--- src/rtl/rt_settings.svh ---
`ifndef RT_SETTINGS_SVH
`define RT_SETTINGS_SVH

// Screen size in pixels
`define RT_WIDTH 16
`define RT_HEIGHT 12

// One ray per pixel, raster order
`define RT_NUM_PIXELS (`RT_WIDTH * `RT_HEIGHT)

// Pixel FIFO depth, power of two
`define RT_FIFO_DEPTH 8

// Color for pixels that miss the box
`define RT_BG_COLOR 24'h102040

`endif
--- src/rtl/rt_pixel_pkg.sv ---
`default_nettype none

package rt_pixel_pkg;

	// 8 bits per channel, red in the top byte
	typedef logic [23:0] color_t;

	// Linear frame address, one word per pixel
	typedef logic [7:0] pixel_addr_t;

	// What the FIFO carries toward the frame memory
	typedef struct packed {
		pixel_addr_t addr;
		color_t color;
	} pixel_entry_t;

	// Render controller states
	typedef enum logic [1:0] {
		CTRL_IDLE = 2'd0,
		CTRL_ISSUE = 2'd1,
		CTRL_DRAIN = 2'd2
	} ctrl_state_t;

endpackage

`default_nettype wire

--- src/rtl/rt_geom_pkg.sv ---
`default_nettype none

package rt_geom_pkg;

	// Unsigned integer grid coordinate
	typedef logic [7:0] coord_t;

	// Axis-aligned box, inclusive bounds
	typedef struct packed {
		coord_t xmin;
		coord_t ymin;
		coord_t zmin;
		coord_t xmax;
		coord_t ymax;
		coord_t zmax;
	} aabb_t;

	// Orthographic ray along +z, tagged with its frame address
	typedef struct packed {
		coord_t orig_x;
		coord_t orig_y;
		coord_t orig_z;
		rt_pixel_pkg::pixel_addr_t addr;
	} ray_t;

endpackage

`default_nettype wire

--- src/rtl/rt_top.sv ---
`default_nettype none
`timescale 1ns/100ps

module rt_top (
	input logic clk,
	input logic rst_n,
	input logic start,
	input rt_geom_pkg::aabb_t box,
	input rt_geom_pkg::coord_t eye_z,
	input rt_pixel_pkg::color_t box_color,
	input logic fb_ready,
	output logic fb_we,
	output rt_pixel_pkg::pixel_addr_t fb_addr,
	output rt_pixel_pkg::color_t fb_data,
	output logic busy,
	output logic done
);

	// Controller to ray generator
	logic pix_valid;
	rt_geom_pkg::coord_t pix_x;
	rt_geom_pkg::coord_t pix_y;
	rt_pixel_pkg::pixel_addr_t pix_addr;

	// Ray pipe
	logic ray_valid;
	rt_geom_pkg::ray_t ray;
	logic shade_valid;
	rt_pixel_pkg::pixel_entry_t shade_entry;

	// FIFO to writer with pop as the credit return
	logic fifo_empty;
	rt_pixel_pkg::pixel_entry_t fifo_head;
	logic pop;

	render_ctrl ctrl (
		.clk,
		.rst_n,
		.start,
		.pop,
		.pix_valid,
		.pix_x,
		.pix_y,
		.pix_addr,
		.busy,
		.done
	);

	ray_gen rg (
		.clk,
		.rst_n,
		.pix_valid,
		.pix_x,
		.pix_y,
		.pix_addr,
		.eye_z,
		.ray_valid,
		.ray
	);

	aabb_hit hit (
		.clk,
		.rst_n,
		.ray_valid,
		.ray,
		.box,
		.box_color,
		.shade_valid,
		.entry(shade_entry)
	);

	pixel_fifo pb (
		.clk,
		.rst_n,
		.wr(shade_valid),
		.rd(pop),
		.wr_entry(shade_entry),
		.rd_entry(fifo_head),
		.empty(fifo_empty)
	);

	frame_writer fbw (
		.clk,
		.rst_n,
		.fb_ready,
		.empty(fifo_empty),
		.head(fifo_head),
		.pop,
		.fb_we,
		.fb_addr,
		.fb_data
	);

endmodule

`default_nettype wire

--- src/rtl/frame_writer.sv ---
`default_nettype none
`timescale 1ns/100ps

module frame_writer (
	input logic clk,
	input logic rst_n,
	input logic fb_ready,
	input logic empty,
	input rt_pixel_pkg::pixel_entry_t head,
	output logic pop,
	output logic fb_we,
	output rt_pixel_pkg::pixel_addr_t fb_addr,
	output rt_pixel_pkg::color_t fb_data
);

	// Take the head only when memory will accept it
	assign pop = fb_ready && !empty;

	always_ff @(posedge clk) begin
		if (!rst_n)
			fb_we <= 1'b0;
		else
			fb_we <= pop;
	end

	// Address and data held until the next pop
	always_ff @(posedge clk) begin
		if (pop) begin
			fb_addr <= head.addr;
			fb_data <= head.color;
		end
	end

endmodule

`default_nettype wire

--- src/rtl/pixel_fifo.sv ---
`default_nettype none
`timescale 1ns/100ps
`include "rt_settings.svh"

module pixel_fifo #(
	parameter int DEPTH = `RT_FIFO_DEPTH
) (
	input logic clk,
	input logic rst_n,
	input logic wr,
	input logic rd,
	input rt_pixel_pkg::pixel_entry_t wr_entry,
	output rt_pixel_pkg::pixel_entry_t rd_entry,
	output logic empty
);

	localparam int PTR_W = $clog2(DEPTH);
	localparam int CNT_W = $clog2(DEPTH + 1);

	rt_pixel_pkg::pixel_entry_t mem [DEPTH];
	logic [PTR_W-1:0] wr_ptr;
	logic [PTR_W-1:0] rd_ptr;
	logic [CNT_W-1:0] count;
	logic full;
	logic do_wr;
	logic do_rd;

	assign full = (count == CNT_W'(DEPTH));
	assign empty = (count == '0);
	assign do_wr = wr && !full;
	assign do_rd = rd && !empty;

	// Head is visible without a read request
	assign rd_entry = mem[rd_ptr];

	always_ff @(posedge clk) begin
		if (do_wr)
			mem[wr_ptr] <= wr_entry;
	end

	// Pointers wrap on their own since DEPTH is a power of two
	always_ff @(posedge clk) begin
		if (!rst_n) begin
			wr_ptr <= '0;
			rd_ptr <= '0;
			count <= '0;
		end else begin
			if (do_wr)
				wr_ptr <= wr_ptr + 1'b1;
			if (do_rd)
				rd_ptr <= rd_ptr + 1'b1;
			case ({do_wr, do_rd})
				2'b10: count <= count + 1'b1;
				2'b01: count <= count - 1'b1;
				default: count <= count;
			endcase
		end
	end

endmodule

`default_nettype wire

--- src/rtl/aabb_hit.sv ---
`default_nettype none
`timescale 1ns/100ps
`include "rt_settings.svh"

module aabb_hit (
	input logic clk,
	input logic rst_n,
	input logic ray_valid,
	input rt_geom_pkg::ray_t ray,
	input rt_geom_pkg::aabb_t box,
	input rt_pixel_pkg::color_t box_color,
	output logic shade_valid,
	output rt_pixel_pkg::pixel_entry_t entry
);

	logic in_x;
	logic in_y;
	logic in_z;
	rt_geom_pkg::coord_t t_near;

	logic s1_valid;
	logic s1_hit;
	rt_geom_pkg::coord_t s1_t_near;
	rt_pixel_pkg::pixel_addr_t s1_addr;

	// Darken each channel by the entry distance, floor at black
	function automatic rt_pixel_pkg::color_t depth_shade(
		input rt_pixel_pkg::color_t c,
		input rt_geom_pkg::coord_t t
	);
		rt_pixel_pkg::color_t r;
		logic [7:0] ch;
		for (int i = 0; i < 3; i++) begin
			ch = c[i*8 +: 8];
			r[i*8 +: 8] = (ch > t) ? ch - t : 8'd0;
		end
		return r;
	endfunction

	// A +z ray only crosses the x and y slabs if it starts inside them
	assign in_x = (ray.orig_x >= box.xmin) && (ray.orig_x <= box.xmax);
	assign in_y = (ray.orig_y >= box.ymin) && (ray.orig_y <= box.ymax);
	// Box must not lie wholly behind the eye
	assign in_z = (box.zmax >= ray.orig_z);
	assign t_near = (box.zmin > ray.orig_z) ? box.zmin - ray.orig_z : '0;

	// Stage 1
	always_ff @(posedge clk) begin
		if (!rst_n)
			s1_valid <= 1'b0;
		else
			s1_valid <= ray_valid;
	end

	always_ff @(posedge clk) begin
		s1_hit <= in_x && in_y && in_z;
		s1_t_near <= t_near;
		s1_addr <= ray.addr;
	end

	// Stage 2
	always_ff @(posedge clk) begin
		if (!rst_n)
			shade_valid <= 1'b0;
		else
			shade_valid <= s1_valid;
	end

	always_ff @(posedge clk) begin
		entry.addr <= s1_addr;
		entry.color <= s1_hit ? depth_shade(box_color, s1_t_near) : `RT_BG_COLOR;
	end

endmodule

`default_nettype wire

--- src/rtl/ray_gen.sv ---
`default_nettype none
`timescale 1ns/100ps

module ray_gen (
	input logic clk,
	input logic rst_n,
	input logic pix_valid,
	input rt_geom_pkg::coord_t pix_x,
	input rt_geom_pkg::coord_t pix_y,
	input rt_pixel_pkg::pixel_addr_t pix_addr,
	input rt_geom_pkg::coord_t eye_z,
	output logic ray_valid,
	output rt_geom_pkg::ray_t ray
);

	always_ff @(posedge clk) begin
		if (!rst_n)
			ray_valid <= 1'b0;
		else
			ray_valid <= pix_valid;
	end

	// Pixel grid maps straight onto the x/y plane at the eye depth
	always_ff @(posedge clk) begin
		if (pix_valid) begin
			ray.orig_x <= pix_x;
			ray.orig_y <= pix_y;
			ray.orig_z <= eye_z;
			ray.addr <= pix_addr;
		end
	end

endmodule

`default_nettype wire

--- src/rtl/render_ctrl.sv ---
`default_nettype none
`timescale 1ns/100ps
`include "rt_settings.svh"

module render_ctrl (
	input logic clk,
	input logic rst_n,
	input logic start,
	input logic pop,
	output logic pix_valid,
	output rt_geom_pkg::coord_t pix_x,
	output rt_geom_pkg::coord_t pix_y,
	output rt_pixel_pkg::pixel_addr_t pix_addr,
	output logic busy,
	output logic done
);

	localparam int CREDIT_W = $clog2(`RT_FIFO_DEPTH + 1);

	rt_pixel_pkg::ctrl_state_t state;
	logic [CREDIT_W-1:0] credits;
	rt_pixel_pkg::pixel_addr_t pop_cnt;
	logic last_x;
	logic last_pix;
	logic last_pop;

	// One free FIFO slot per credit, so issuing never overflows it
	assign pix_valid = (state == rt_pixel_pkg::CTRL_ISSUE) && (credits != '0);
	assign busy = (state != rt_pixel_pkg::CTRL_IDLE);

	assign last_x = (pix_x == rt_geom_pkg::coord_t'(`RT_WIDTH - 1));
	assign last_pix = (pix_addr == rt_pixel_pkg::pixel_addr_t'(`RT_NUM_PIXELS - 1));
	assign last_pop = pop && (pop_cnt == rt_pixel_pkg::pixel_addr_t'(`RT_NUM_PIXELS - 1));

	always_ff @(posedge clk) begin
		if (!rst_n) begin
			state <= rt_pixel_pkg::CTRL_IDLE;
			done <= 1'b0;
		end else begin
			done <= 1'b0;
			case (state)
				rt_pixel_pkg::CTRL_IDLE: begin
					if (start)
						state <= rt_pixel_pkg::CTRL_ISSUE;
				end
				rt_pixel_pkg::CTRL_ISSUE: begin
					if (pix_valid && last_pix)
						state <= rt_pixel_pkg::CTRL_DRAIN;
				end
				rt_pixel_pkg::CTRL_DRAIN: begin
					// Frame ends when the last pixel leaves the FIFO
					if (last_pop) begin
						state <= rt_pixel_pkg::CTRL_IDLE;
						done <= 1'b1;
					end
				end
				default: state <= rt_pixel_pkg::CTRL_IDLE;
			endcase
		end
	end

	// Raster walk, parked at the origin between frames
	always_ff @(posedge clk) begin
		if (!rst_n || state == rt_pixel_pkg::CTRL_IDLE) begin
			pix_x <= '0;
			pix_y <= '0;
			pix_addr <= '0;
		end else if (pix_valid) begin
			pix_addr <= pix_addr + 1'b1;
			if (last_x) begin
				pix_x <= '0;
				pix_y <= pix_y + 1'b1;
			end else begin
				pix_x <= pix_x + 1'b1;
			end
		end
	end

	// Credits come back as the writer pops
	always_ff @(posedge clk) begin
		if (!rst_n) begin
			credits <= CREDIT_W'(`RT_FIFO_DEPTH);
			pop_cnt <= '0;
		end else begin
			case ({pix_valid, pop})
				2'b10: credits <= credits - 1'b1;
				2'b01: credits <= credits + 1'b1;
				default: credits <= credits;
			endcase
			if (state == rt_pixel_pkg::CTRL_IDLE)
				pop_cnt <= '0;
			else if (pop)
				pop_cnt <= pop_cnt + 1'b1;
		end
	end

endmodule

`default_nettype wire

--- config.mk ---
export PLATFORM = sky130hd
export DESIGN_NAME = rt_top
export DESIGN_NICKNAME = d
export VERILOG_FILES = /design/src/rtl/rt_pixel_pkg.sv /design/src/rtl/rt_geom_pkg.sv /design/src/rtl/rt_top.sv /design/src/rtl/frame_writer.sv /design/src/rtl/pixel_fifo.sv /design/src/rtl/aabb_hit.sv /design/src/rtl/ray_gen.sv /design/src/rtl/render_ctrl.sv
export VERILOG_INCLUDE_DIRS = /design/src /design/src/rtl
export SDC_FILE = /design/constraint.sdc
export NUM_CORES = 1
export LEC_CHECK = 0
export ABC_AREA = 1
export ABC_CLOCK_PERIOD_IN_PS = 3300
export BUFFER_PORTS_ARGS = -buffer_cell sky130_fd_sc_hd__buf_2
export CAP_MARGIN = 20
export CORE_ASPECT_RATIO = 1.4
export CORE_MARGIN = 3
export CORE_UTILIZATION = 34
export CTS_CLUSTER_DIAMETER = 60
export CTS_CLUSTER_SIZE = 14
export DETAILED_ROUTE_END_ITERATION = 6
export PLACE_DENSITY = 0.51
export SKIP_CTS_REPAIR_TIMING = 1
export SKIP_LAST_GASP = 1
export SLEW_MARGIN = 20
export SYNTH_ARGS = -nofsm -noshare
export SYNTH_HDL_FRONTEND = slang
export SYNTH_SLANG_ARGS = --single-unit
--- constraint.sdc ---
create_clock -name clk -period 3.3 [get_ports clk]
set_input_delay 0.165 -clock clk [delete_from_list [all_inputs] [get_ports clk]]
set_output_delay 0.165 -clock clk [all_outputs]
set_load 0.02 [all_outputs]
### Word-level counts from Yosys, hierarchy flattened

Memory sizes are Yosys's and may differ from the RTL's. A register that Yosys moved wholly into a read port is not among the register bits.
Cells that the tools add are included.

| storage, ports and cells | value |
|---|---|
| memories kept | 1 |
| flip-flop bits (word level) | 134 |
| bits of input ports | 84 |
| output and inout port bits | 35 |
| bits in writable memories | 256 |

Memories:

| memory | words | bits a word | read ports | clocked after memory_dff | write ports | line | source |
|---|---|---|---|---|---|---|---|
| pb.mem | 8 | 32 | 1 | 1 | 1 | pixel_fifo.sv:20 | `rt_pixel_pkg::pixel_entry_t mem [DEPTH];` |

| operators by class | value |
|---|---|
| equality and inequality tests | 13 |
| bitwise gates (word level) | 1 |
| $add $sub $neg | 14 |
| order comparisons | 9 |
| mux-type cells | 13 |
| reductions and logical operators | 27 |

Operators with widths:

| kind | number |
|---|---|
| adder 8 x 1 -> 8 bit, second input constant | 4 |
| greater-than comparator 8 bit | 4 |
| subtractor 8 bit | 4 |
| >= comparator 8 bit | 3 |
| equality test 8 bit, second input constant | 2 |
| less-or-equal comparator 8 bit | 2 |
| case mux 4 bit (2 select lines) | 2 |
| logical AND 1 bit | 10 |
| AND reduction 2 bit | 5 |
| adder 4 x 1 -> 4 bit, second input constant | 2 |
| equality test 8 x 4 -> 1 bit, second input constant | 1 |
| two-way mux 8 bit | 1 |
| subtractor 4 x 1 -> 4 bit, second input constant | 2 |
| two-way mux 7 bit | 1 |
| adder 3 x 1 -> 3 bit, second input constant | 2 |
| equality test 2 x 1 -> 1 bit, second input constant | 3 |
| equality test 2 bit, second input constant | 3 |
| two-way mux 2 bit | 3 |
| two-way mux 6 bit | 1 |
| case mux 2 bit (3 select lines) | 1 |
| nonzero test 2 bit | 3 |
| two-way mux 5 bit | 1 |
| equality test 4 bit, second input constant | 1 |
| logical NOT 4 bit | 1 |
| other kinds (10) | 15 |

### Depth between registers and ports, before layout

Gate-level depths: netlist of the first run.

| logic depth | value |
|---|---|
| depth after elaboration | 6 |
| gate-level depth with buffers | 14 |

### By module

From an unflattened synthesis of the first run, not the netlist that was laid out.

| second synthesis, totals | value |
|---|---|
| cells, all modules | 1,694 |
| area total of the unflattened synthesis | 18,509.0 um^2 |

By module, submodules not included:

| module | area each (um^2) | cells an instance | times used |
|---|---|---|---|
| pixel_fifo | 10,618.9 | 815 | 1 |
| aabb_hit | 3,752.3 | 499 | 1 |
| render_ctrl | 2,144.6 | 307 | 1 |
| frame_writer | 1,004.7 | 38 | 1 |
| ray_gen | 988.4 | 35 | 1 |

### Least setup slack after synthesis of the first run

Ideal clock, no wire load.

| timing path | value |
|---|---|
| path kind | register -> register |
| from | register pb.count[1] |
| to | memory pb.mem[0][0] (netlist bit) (enable) |
| stages on the path, launching flop included | 7 |
| slack | 736 ps |
| arrival | 2,143 ps |
| period minus slack after synthesis | 2,564 ps |
| library setup time | 421 ps |
| required time | 2,879 ps |
| path through | dfxtp_1 > nor2_1 > nand3_1 > nand2_1 > inv_1 > nand2_1 > nor2_1 |

| between the ends | value |
|---|---|
| longest elaborated chain between the ends | 5 |

Ends and longest elaborated chain:

| what | line | source |
|---|---|---|
| start: declaration | pixel_fifo.sv:23 | `logic [CNT_W-1:0] count;` |
| start signal: assignment | pixel_fifo.sv:53 | `2'b10: count <= count + 1'b1;` |
| start signal: assignment | pixel_fifo.sv:54 | `2'b01: count <= count - 1'b1;` |
| start signal: assignment | pixel_fifo.sv:55 | `default: count <= count;` |
| equality test 4 bit | pixel_fifo.sv:28 | `assign full = (count == CNT_W'(DEPTH));` |
| logical NOT 1 bit | pixel_fifo.sv:30 | `assign do_wr = wr && !full;` |
| logical AND 1 bit | pixel_fifo.sv:30 |  |
| two-way mux 1 bit | pixel_fifo.sv:37 | `if (do_wr)` |
| two-way mux 1 bit (not written as such) | pixel_fifo.sv:38 | `mem[wr_ptr] <= wr_entry;` |
| end: declaration | pixel_fifo.sv:20 |  |

No other way between the ends.

### Worst setup path in the final report of the first run

| timing path | value |
|---|---|
| from | register ctrl.credits[1] |
| to | register ctrl.pix_y[2] |

| between the ends | value |
|---|---|
| longest elaborated chain between the ends | 3 |

Ends and longest elaborated chain:

| what | line | source |
|---|---|---|
| start: declaration | render_ctrl.sv:21 | `logic [CREDIT_W-1:0] credits;` |
| start signal: assignment | render_ctrl.sv:82 | `` credits <= CREDIT_W'(`RT_FIFO_DEPTH); `` |
| start signal: assignment | render_ctrl.sv:86 | `2'b10: credits <= credits - 1'b1;` |
| start signal: assignment | render_ctrl.sv:87 | `2'b01: credits <= credits + 1'b1;` |
| nonzero test 4 bit | render_ctrl.sv:28 | `assign pix_valid = (state == rt_pixel_pkg::CTRL_ISSUE) && (credits != '0);` |
| logical AND 1 bit | render_ctrl.sv:28 |  |
| AND reduction 2 bit (no line) | n/a |  |
| end signal: assignment | render_ctrl.sv:72 | `pix_y <= pix_y + 1'b1;` |
| end: declaration | render_ctrl.sv:12 | `output rt_geom_pkg::coord_t pix_y,` |

No other way between the ends.
A chain may end at the register's enable or synchronous reset.

==> key figures, run 1 <==
Setup path
  – Critical R2R Launch: ctrl.credits[1]$_SDFFE_PN0P_
  – Reg2reg path depth: 8
  – Setup crit end kind: flop
  – R2R Setup Slk: 1.22 ns
  – CP arrival: 2.54 ns
  – Critical Path RT: 3.76 ns
  – Startpoint Class: flop
  – R2R Path End: ctrl.pix_y[2]$_SDFFE_PP0P_
  – CP Max Fanout: 25
  – CP Class: flop to flop

Drt
  – Vias: 11,900
  – Remaining DRCs: 0
  – ANT nets after route: 0
  – Post-Route WL: 41,100 um
  – Drt first pass iters: 5
  – Via density: 4.75
  – WL/cell: 16.4 um
  – Drt initial violations: 598

Hold path
  – Min-delay worst type: input pin to flop
  – Worst Hold Depth: 3
  – Hold path startpoint: fb_ready
  – Hold Path End: pb.rd_ptr[0]$_SDFFE_PN0P_

Run status
  – Outcome: finished, final reports clean

Logic synthesis
  – Ys flop type: edfxtp_1
  – Sequential share of the synthesized area: 64.6%
  – Synth area leader: edfxtp_1
  – FF+latch count, synth: 422
  – Syn Inst Count: 1,634
  – Mapped Area: 0.0180 mm^2
  – Library cells used by synthesis: 40
  – Asr flop ratio synth: 0%
  – EDFF count, synth: 320
  – Ys Warns: 0
  – Post-synth top area share: 53.3%
  – Syn Area/Cell: 11.0 um^2
  – Main area contributors after synthesis: edfxtp_1 53%, dfxtp_1 11%, ha_1 5.8%, nor2_1 5.7%, nand2_1 5.5%
  – Post-synthesis net count: 1,808

Power and ir drop
  – Worst VDD drop: 0.000430 V
  – Comb pwr share: 25.0%
  – P_leak: 8.02 nW
  – Sw frac: 31.7%
  – Pint: 0.00973 W
  – Psw: 0.00452 W
  – Flop pwr share: 45.5%
  – Total power draw: 0.0143 W
  – Clock power frac: 29.6%
  – Pwr/cell area: 689 mW/mm^2

GRT
  – First-pass GRT wire length: 64,900 um
  – Overflow after GRT: 0
  – Tot GR Track Use: 14.6%
  – Largest net degree at the start of global routing: 130
  – Number of global-route vias before repair: 11,800
  – Initial antenna violation count: 9

Timing
  – Fmax: 481 MHz
  – Layout Skew: 0.0125 ns
  – Setup Viol. Count Final: 0
  – Final Critical Period: 2.08 ns
  – Least-Margin Pin Slew: 0.739 ns
  – Worst rel slew slack: 50.8%
  – RSZ-0062 raised after global routing: false
  – Final Max Tran Viols: 0
  – Sum Neg Setup Slack: 0 ns
  – Final hold vios: 0
  – Period utilization: 63.1%

Cells and area
  – Nets: 1,942
  – Final cell count without fillers: 2,508
  – Final instance area: 0.0207 mm^2
  – Most frequent cells in the layout: 320 x edfxtp_1, 268 x nor2_1, 262 x nand2_1
  – Most common cell after layout, fill and taps aside: edfxtp_1
  – Share of layout cells above drive strength 1: 12.4%
  – Area Growth Syn to Fin: 14.7%

Floorplanning
  – Cell row count: 99
  – IO Pins: 119
  – Die Area: 0.0559 mm^2
  – Core box area: 0.0523 mm^2
  – Die X: 201 um
  – Initial Util: 34.5%
  – Die H: 279 um

Clock network
  – H-tree levels: 2
  – CTS buffer count: 38
  – CTS root buf: clkbuf_16
  – Clock latency at the later pin of the worst-skew pair: 0.53 ns
  – Clock sinks: 422
  – Reg clk slew, reported paths: 0.07 ns
  – CTS tree: built
  – CTS Buffer Depth: 3

Placement
  – Placed Cells incl. Taps: 2,425
  – RD Place Congestion: 0.824
  – Final HPWL DP: 25,700 um
  – Post-DP Area: 0.0194 mm^2
  – Port bufs: 118

Flow run
  – Max Cap Viol: 0
==> kinds of logic (layout without fill, tap and decap cells) <==
| logic type | after synthesis | count (layout) | share of synthesized area [%] |
|---|---|---|---|
| compound gates | 251 | 251 | 8.48 |
| xor+xnor | 28 | 28 | 1.36 |
| fa+ha+maj | 90 | 90 | 6.49 |
| buf+inv | 216 | 379 | 5.02 |
| flops | 422 | 422 | 64.6 |
| other cells | 0 | 4 | 0 |
| simple gates | 627 | 627 | 14.1 |
==> worst max-delay path by stage <==
stage	start	end	slack, ns	depth (start not counted)
5_1_grt	pb.count[1]$_SDFFE_PN0P_	pb.count[3]$_SDFFE_PN0P_	0.93	12
3_5_place_dp	ctrl.credits[1]$_SDFFE_PN0P_	ctrl.pix_y[2]$_SDFFE_PP0P_	1.19	8
2_1_floorplan	pb.count[1]$_SDFFE_PN0P_	pb.mem[0][0]$_DFFE_PP_	0.74	6
4_1_cts	ctrl.credits[1]$_SDFFE_PN0P_	ctrl.pix_y[7]$_SDFFE_PP0P_	1.20	8
6_report	ctrl.credits[1]$_SDFFE_PN0P_	ctrl.pix_y[2]$_SDFFE_PP0P_	1.22	8
3_3_place_gp	ctrl.credits[1]$_SDFFE_PN0P_	ctrl.pix_y[7]$_SDFFE_PP0P_	1.28	8
==> per-layer routing <==
layer	track usage (%)	up-vias	wire length, um
li1	-	5890	-
met1	17.3	5691	17000
met2	26.5	248	20800
met3	2.91	85	1940
met4	4.96	10	1260
met5	0	-	67
==> Yosys cell counts (all sizes together), types with 2 or more instances <==
| cell type | instances |
|---|---|
| o21ai | 102 |
| nor3 | 22 |
| nand2 | 268 |
| o32ai | 64 |
| or2 | 4 |
| buf | 36 |
| edfxtp | 320 |
| clkbuf | 19 |
| a21oi | 74 |
| dfxtp | 102 |
| ha | 84 |
| a211oi | 2 |
| nor2 | 279 |
| fa | 6 |
| xor2 | 18 |
| xnor2 | 10 |
| nand4 | 11 |
| nand3 | 39 |
| and3 | 3 |
| o21a | 4 |
| o21bai | 2 |
| inv | 161 |
==> worst max-delay path, stage by stage (launching register included) <==
cell and delay (ns):
dfxtp_1 0.41, nor2_1 0.07, nand2_1 0.09, nand2_2 0.18, inv_2 0.41, nand2_1 0.38
inv_1 0.27, nand2_1 0.07, a21oi_1 0.12
==> sequential cells by signal, summed over array words and instances (netlist names), 2 cells and up <==
name,cells
hit.entry,32
pb.rd_ptr,3
ctrl.pix_y,8
ctrl.pop_cnt,8
pb.mem,256
pb.wr_ptr,3
hit.s1_t_near,8
ctrl.credits,4
rg.ray,32
pb.count,4
fbw.fb_addr,8
fbw.fb_data,24
ctrl.state,2
ctrl.pix_addr,8
ctrl.pix_x,8
hit.s1_addr,8
==> power groups by stage <==
| stage | clock network (W) | logic, W | registers, W |
|---|---|---|---|
| after floorplan | 0 | 0.00251 | 0.00666 |
| after global placement | 0 | 0.00356 | 0.00661 |
| after detailed placement | 0 | 0.00362 | 0.00661 |
| after CTS | 0.00436 | 0.00363 | 0.00649 |
| after global routing | 0.00455 | 0.00407 | 0.00653 |
| final | 0.00421 | 0.00356 | 0.00648 |
==> cell type report <==
cell class | instances | area (um^2)
repair buffers | 149 | 873
fillers | 5069 | 31600
inverters | 161 | 608
clock buffers | 63 | 1100
flip-flops and latches | 422 | 11700
clock inverters | 6 | 52.6
well taps | 707 | 885
diodes | 4 | 10.0
multi-input cells | 996 | 5510
==> per-stage QoR <==
step / hold WS (ns) / setup slack (ns) / util (%)
3_5_place_dp: 0.312 / 1.19 / 37.2
5_1_grt: 0.00904 / 0.925 / 39.6
6_report: 0.00817 / 1.22 / 39.6
3_3_place_gp: 0.317 / 1.28 / 37.2
4_1_cts: -0.220 / 1.20 / 39.4
2_1_floorplan: 0.264 / 0.736 / -
No activity file was read; power rests on OpenSTA's default activity.
==> inputs of run 2 (changes only) <==
- ABC_CLOCK_PERIOD_IN_PS: 3300 -> 1900
- PLACE_DENSITY: 0.51 -> 0.53
- clock period: 3.3 -> 1.9 ns (I/O delays scaled with it)
==> run 2 against run 1 <==
  * Final area up 3.3%
  * Core utilization increased by 1.3 points
  * Highest routed layer unchanged
  * Power up 80%
  * Worst setup slack worse by 1.1 ns
  * Cell count grew 1.1%
  * Maximum frequency rose by 14%
  * Largest power group unchanged
  * Largest cell class unchanged
  * Combinational power grew 91%
  * Clock power increased by 84%
  * Via count grew 0.40%
  * Clock skew up 0.0081 ns
  * Routed wire length up 2.1%
  * Non-clock buffer count grew 26
==> key figures, run 2 (synthesis results as in run 1) <==
Timing
  – Layout Skew: 0.0205 ns
  – Worst rel slew slack: 61.9%
  – Final Critical Period: 1.82 ns
  – Final Max Tran Viols: 0
  – RSZ-0062 raised after global routing: true
  – Setup Viol. Count Final: 0
  – Final hold vios: 0
  – Least-Margin Pin Slew: 0.571 ns
  – Fmax: 549 MHz
  – Period utilization: 95.8%

Clock network
  – Clock sinks: 422
  – Clock latency at the later pin of the worst-skew pair: 0.54 ns
  – CTS buffer count: 38
  – CTS Buffer Depth: 3
  – CTS root buf: clkbuf_16
  – Reg clk slew, reported paths: 0.07 ns
  – CTS tree: built
  – H-tree levels: 2

Placement
  – Port bufs: 118
  – RD Place Congestion: 0.858
  – Post-DP Area: 0.0198 mm^2
  – Final HPWL DP: 26,500 um
  – Placed Cells incl. Taps: 2,443

Hold path
  – Hold path startpoint: box[31]
  – Hold Path End: hit.s1_t_near[7]$_SDFF_PP0_
  – Min-delay worst type: input pin to flop
  – Worst Hold Depth: 5

GRT
  – Overflow after GRT: 0
  – Number of global-route vias before repair: 11,900
  – Initial antenna violation count: 5
  – First-pass GRT wire length: 65,400 um
  – Largest net degree at the start of global routing: 77
  – Tot GR Track Use: 14.6%

Floorplanning
  – Die X: 201 um
  – Initial Util: 34.5%
  – IO Pins: 119
  – Die Area: 0.0559 mm^2
  – Cell row count: 99
  – Core box area: 0.0523 mm^2
  – Die H: 279 um

Cells and area
  – Final instance area: 0.0214 mm^2
  – Share of layout cells above drive strength 1: 14.5%
  – Most frequent cells in the layout: 320 x edfxtp_1, 266 x nor2_1, 259 x nand2_1
  – Fill count: 4,982
  – Nets: 1,968
  – Biggest regs: pb.mem x256, hit.entry x32, rg.ray x32
  – Largest Register: pb.mem
  – Most common cell after layout, fill and taps aside: edfxtp_1
  – Max reg flops: 256
  – Multi-input gate area: 0.00563 mm^2
  – Final cell count without fillers: 2,535
  – FF+latch area: 0.0117 mm^2
  – Area Growth Syn to Fin: 18.5%

Setup path
  – Worst path max stage delay: 0.33 ns
  – Most used cell, CP: buf_4
  – Critical Path RT: 2.14 ns
  – R2R Setup Slk: 0.08 ns
  – Bufs and invs on worst path: 4
  – CP delay by family, top: buffers and inverters
  – CP Class: flop to flop
  – CP arrival: 2.06 ns
  – Critical R2R Launch: pb.count[3]$_SDFFE_PN0P_
  – Setup crit end kind: flop
  – CP Max Fanout: 14
  – CP max-delay cell: dfxtp_1
  – Startpoint Class: flop
  – Worst path cell trace: buf_4, nand3_1, nand2_2, buf_4, nor2_1, inv_1, nor2_4, buf_12
  – Reg2reg path depth: 8
  – R2R Path End: pb.mem[7][11]$_DFFE_PP_

Drt
  – Post-Route WL: 42,000 um
  – Remaining DRCs: 0
  – Via density: 4.72
  – Drt first pass iters: 4
  – WL/cell: 16.6 um
  – Vias: 12,000
  – ANT nets after route: 0
  – Drt initial violations: 568

Flow run
  – Max Cap Viol: 0

Run status
  – Outcome: finished, final reports clean

Power and ir drop
  – Pwr/cell area: 1200 mW/mm^2
  – Worst VDD drop: 0.000607 V
  – P_leak: 8.28 nW
run 2: changes by cell type in the layout (fill, tap and decap cells not counted), moves of 4 or more:
cell | before | now
buf_12 | 2 | 19
nor2_2 | 11 | 7
clkbuf_16 | 40 | 44
nor2_4 | 0 | 6
run 2: layer usage:
metal | share of wire (%) | global-route usage, %
met4 | 2.7 | 4.24
met2 | 52 | 27.0
met5 | 0.12 | 0
met3 | 3.9 | 2.50
met1 | 42 | 17.3
run 2: cell type report:
cell class | count | share of cell area (%)
clock buffer | 63 | 5.19
sequential | 422 | 54.5
multi-input combinational | 996 | 26.3
tap | 707 | 4.14
timing repair buffer | 175 | 6.30
clock inverter | 7 | 0.579
inverter | 161 | 2.89
antenna | 4 | 0.0468
run 2: worst max-delay path by stage:
stage / slack [ns] / to / cells after the start / startpoint
6_report: 0.08 / pb.mem[7][11]$_DFFE_PP_ / 8 / pb.count[3]$_SDFFE_PN0P_
5_1_grt: -0.02 / ctrl.credits[3]$_SDFFE_PN1P_ / 12 / pb.count[1]$_SDFFE_PN0P_
4_1_cts: -0.02 / pb.count[2]$_SDFFE_PN0P_ / 10 / pb.count[0]$_SDFFE_PN0P_
3_5_place_dp: -0.01 / pb.count[2]$_SDFFE_PN0P_ / 10 / pb.count[0]$_SDFFE_PN0P_
3_3_place_gp: 0.03 / pb.count[3]$_SDFFE_PN0P_ / 14 / pb.count[0]$_SDFFE_PN0P_
2_1_floorplan: -0.18 / pb.mem[0][0]$_DFFE_PP_ / 6 / pb.count[1]$_SDFFE_PN0P_
run 2: worst reg2reg max path, delay by kind of cell, from the launching register on:
| kind | cells | cell delay, ns |
|---|---|---|
| buf+inv | 4 | 0.67 |
| simple gates | 4 | 0.52 |
| flops | 1 | 0.33 |
run 2: power breakdown:
part,internal [W],leakage (nW),switching (W)
Clock,0.00443,0.592,0.00332
Combinational,0.00244,3.93,0.00436
Sequential,0.0107,3.75,0.000303
Total,0.0176,8.28,0.00798
run 2: per-stage QoR:
step | total power (W) | utilization, % | setup slack [ns] | hold slack (ns) | setup TNS [ns]
after CTS | 0.0258 | 40.2 | -0.0207 | -0.308 | -0.0221
after detailed placement | 0.0180 | 37.8 | -0.0110 | 0.273 | -0.0110
after floorplan | 0.0160 | - | -0.183 | 0.194 | -23.38
after global placement | 0.0179 | 37.8 | 0.0332 | 0.272 | 0
final | 0.0256 | 40.9 | 0.0798 | 0.0156 | 0
after global routing | 0.0272 | 40.9 | -0.0178 | 0.0115 | -0.518
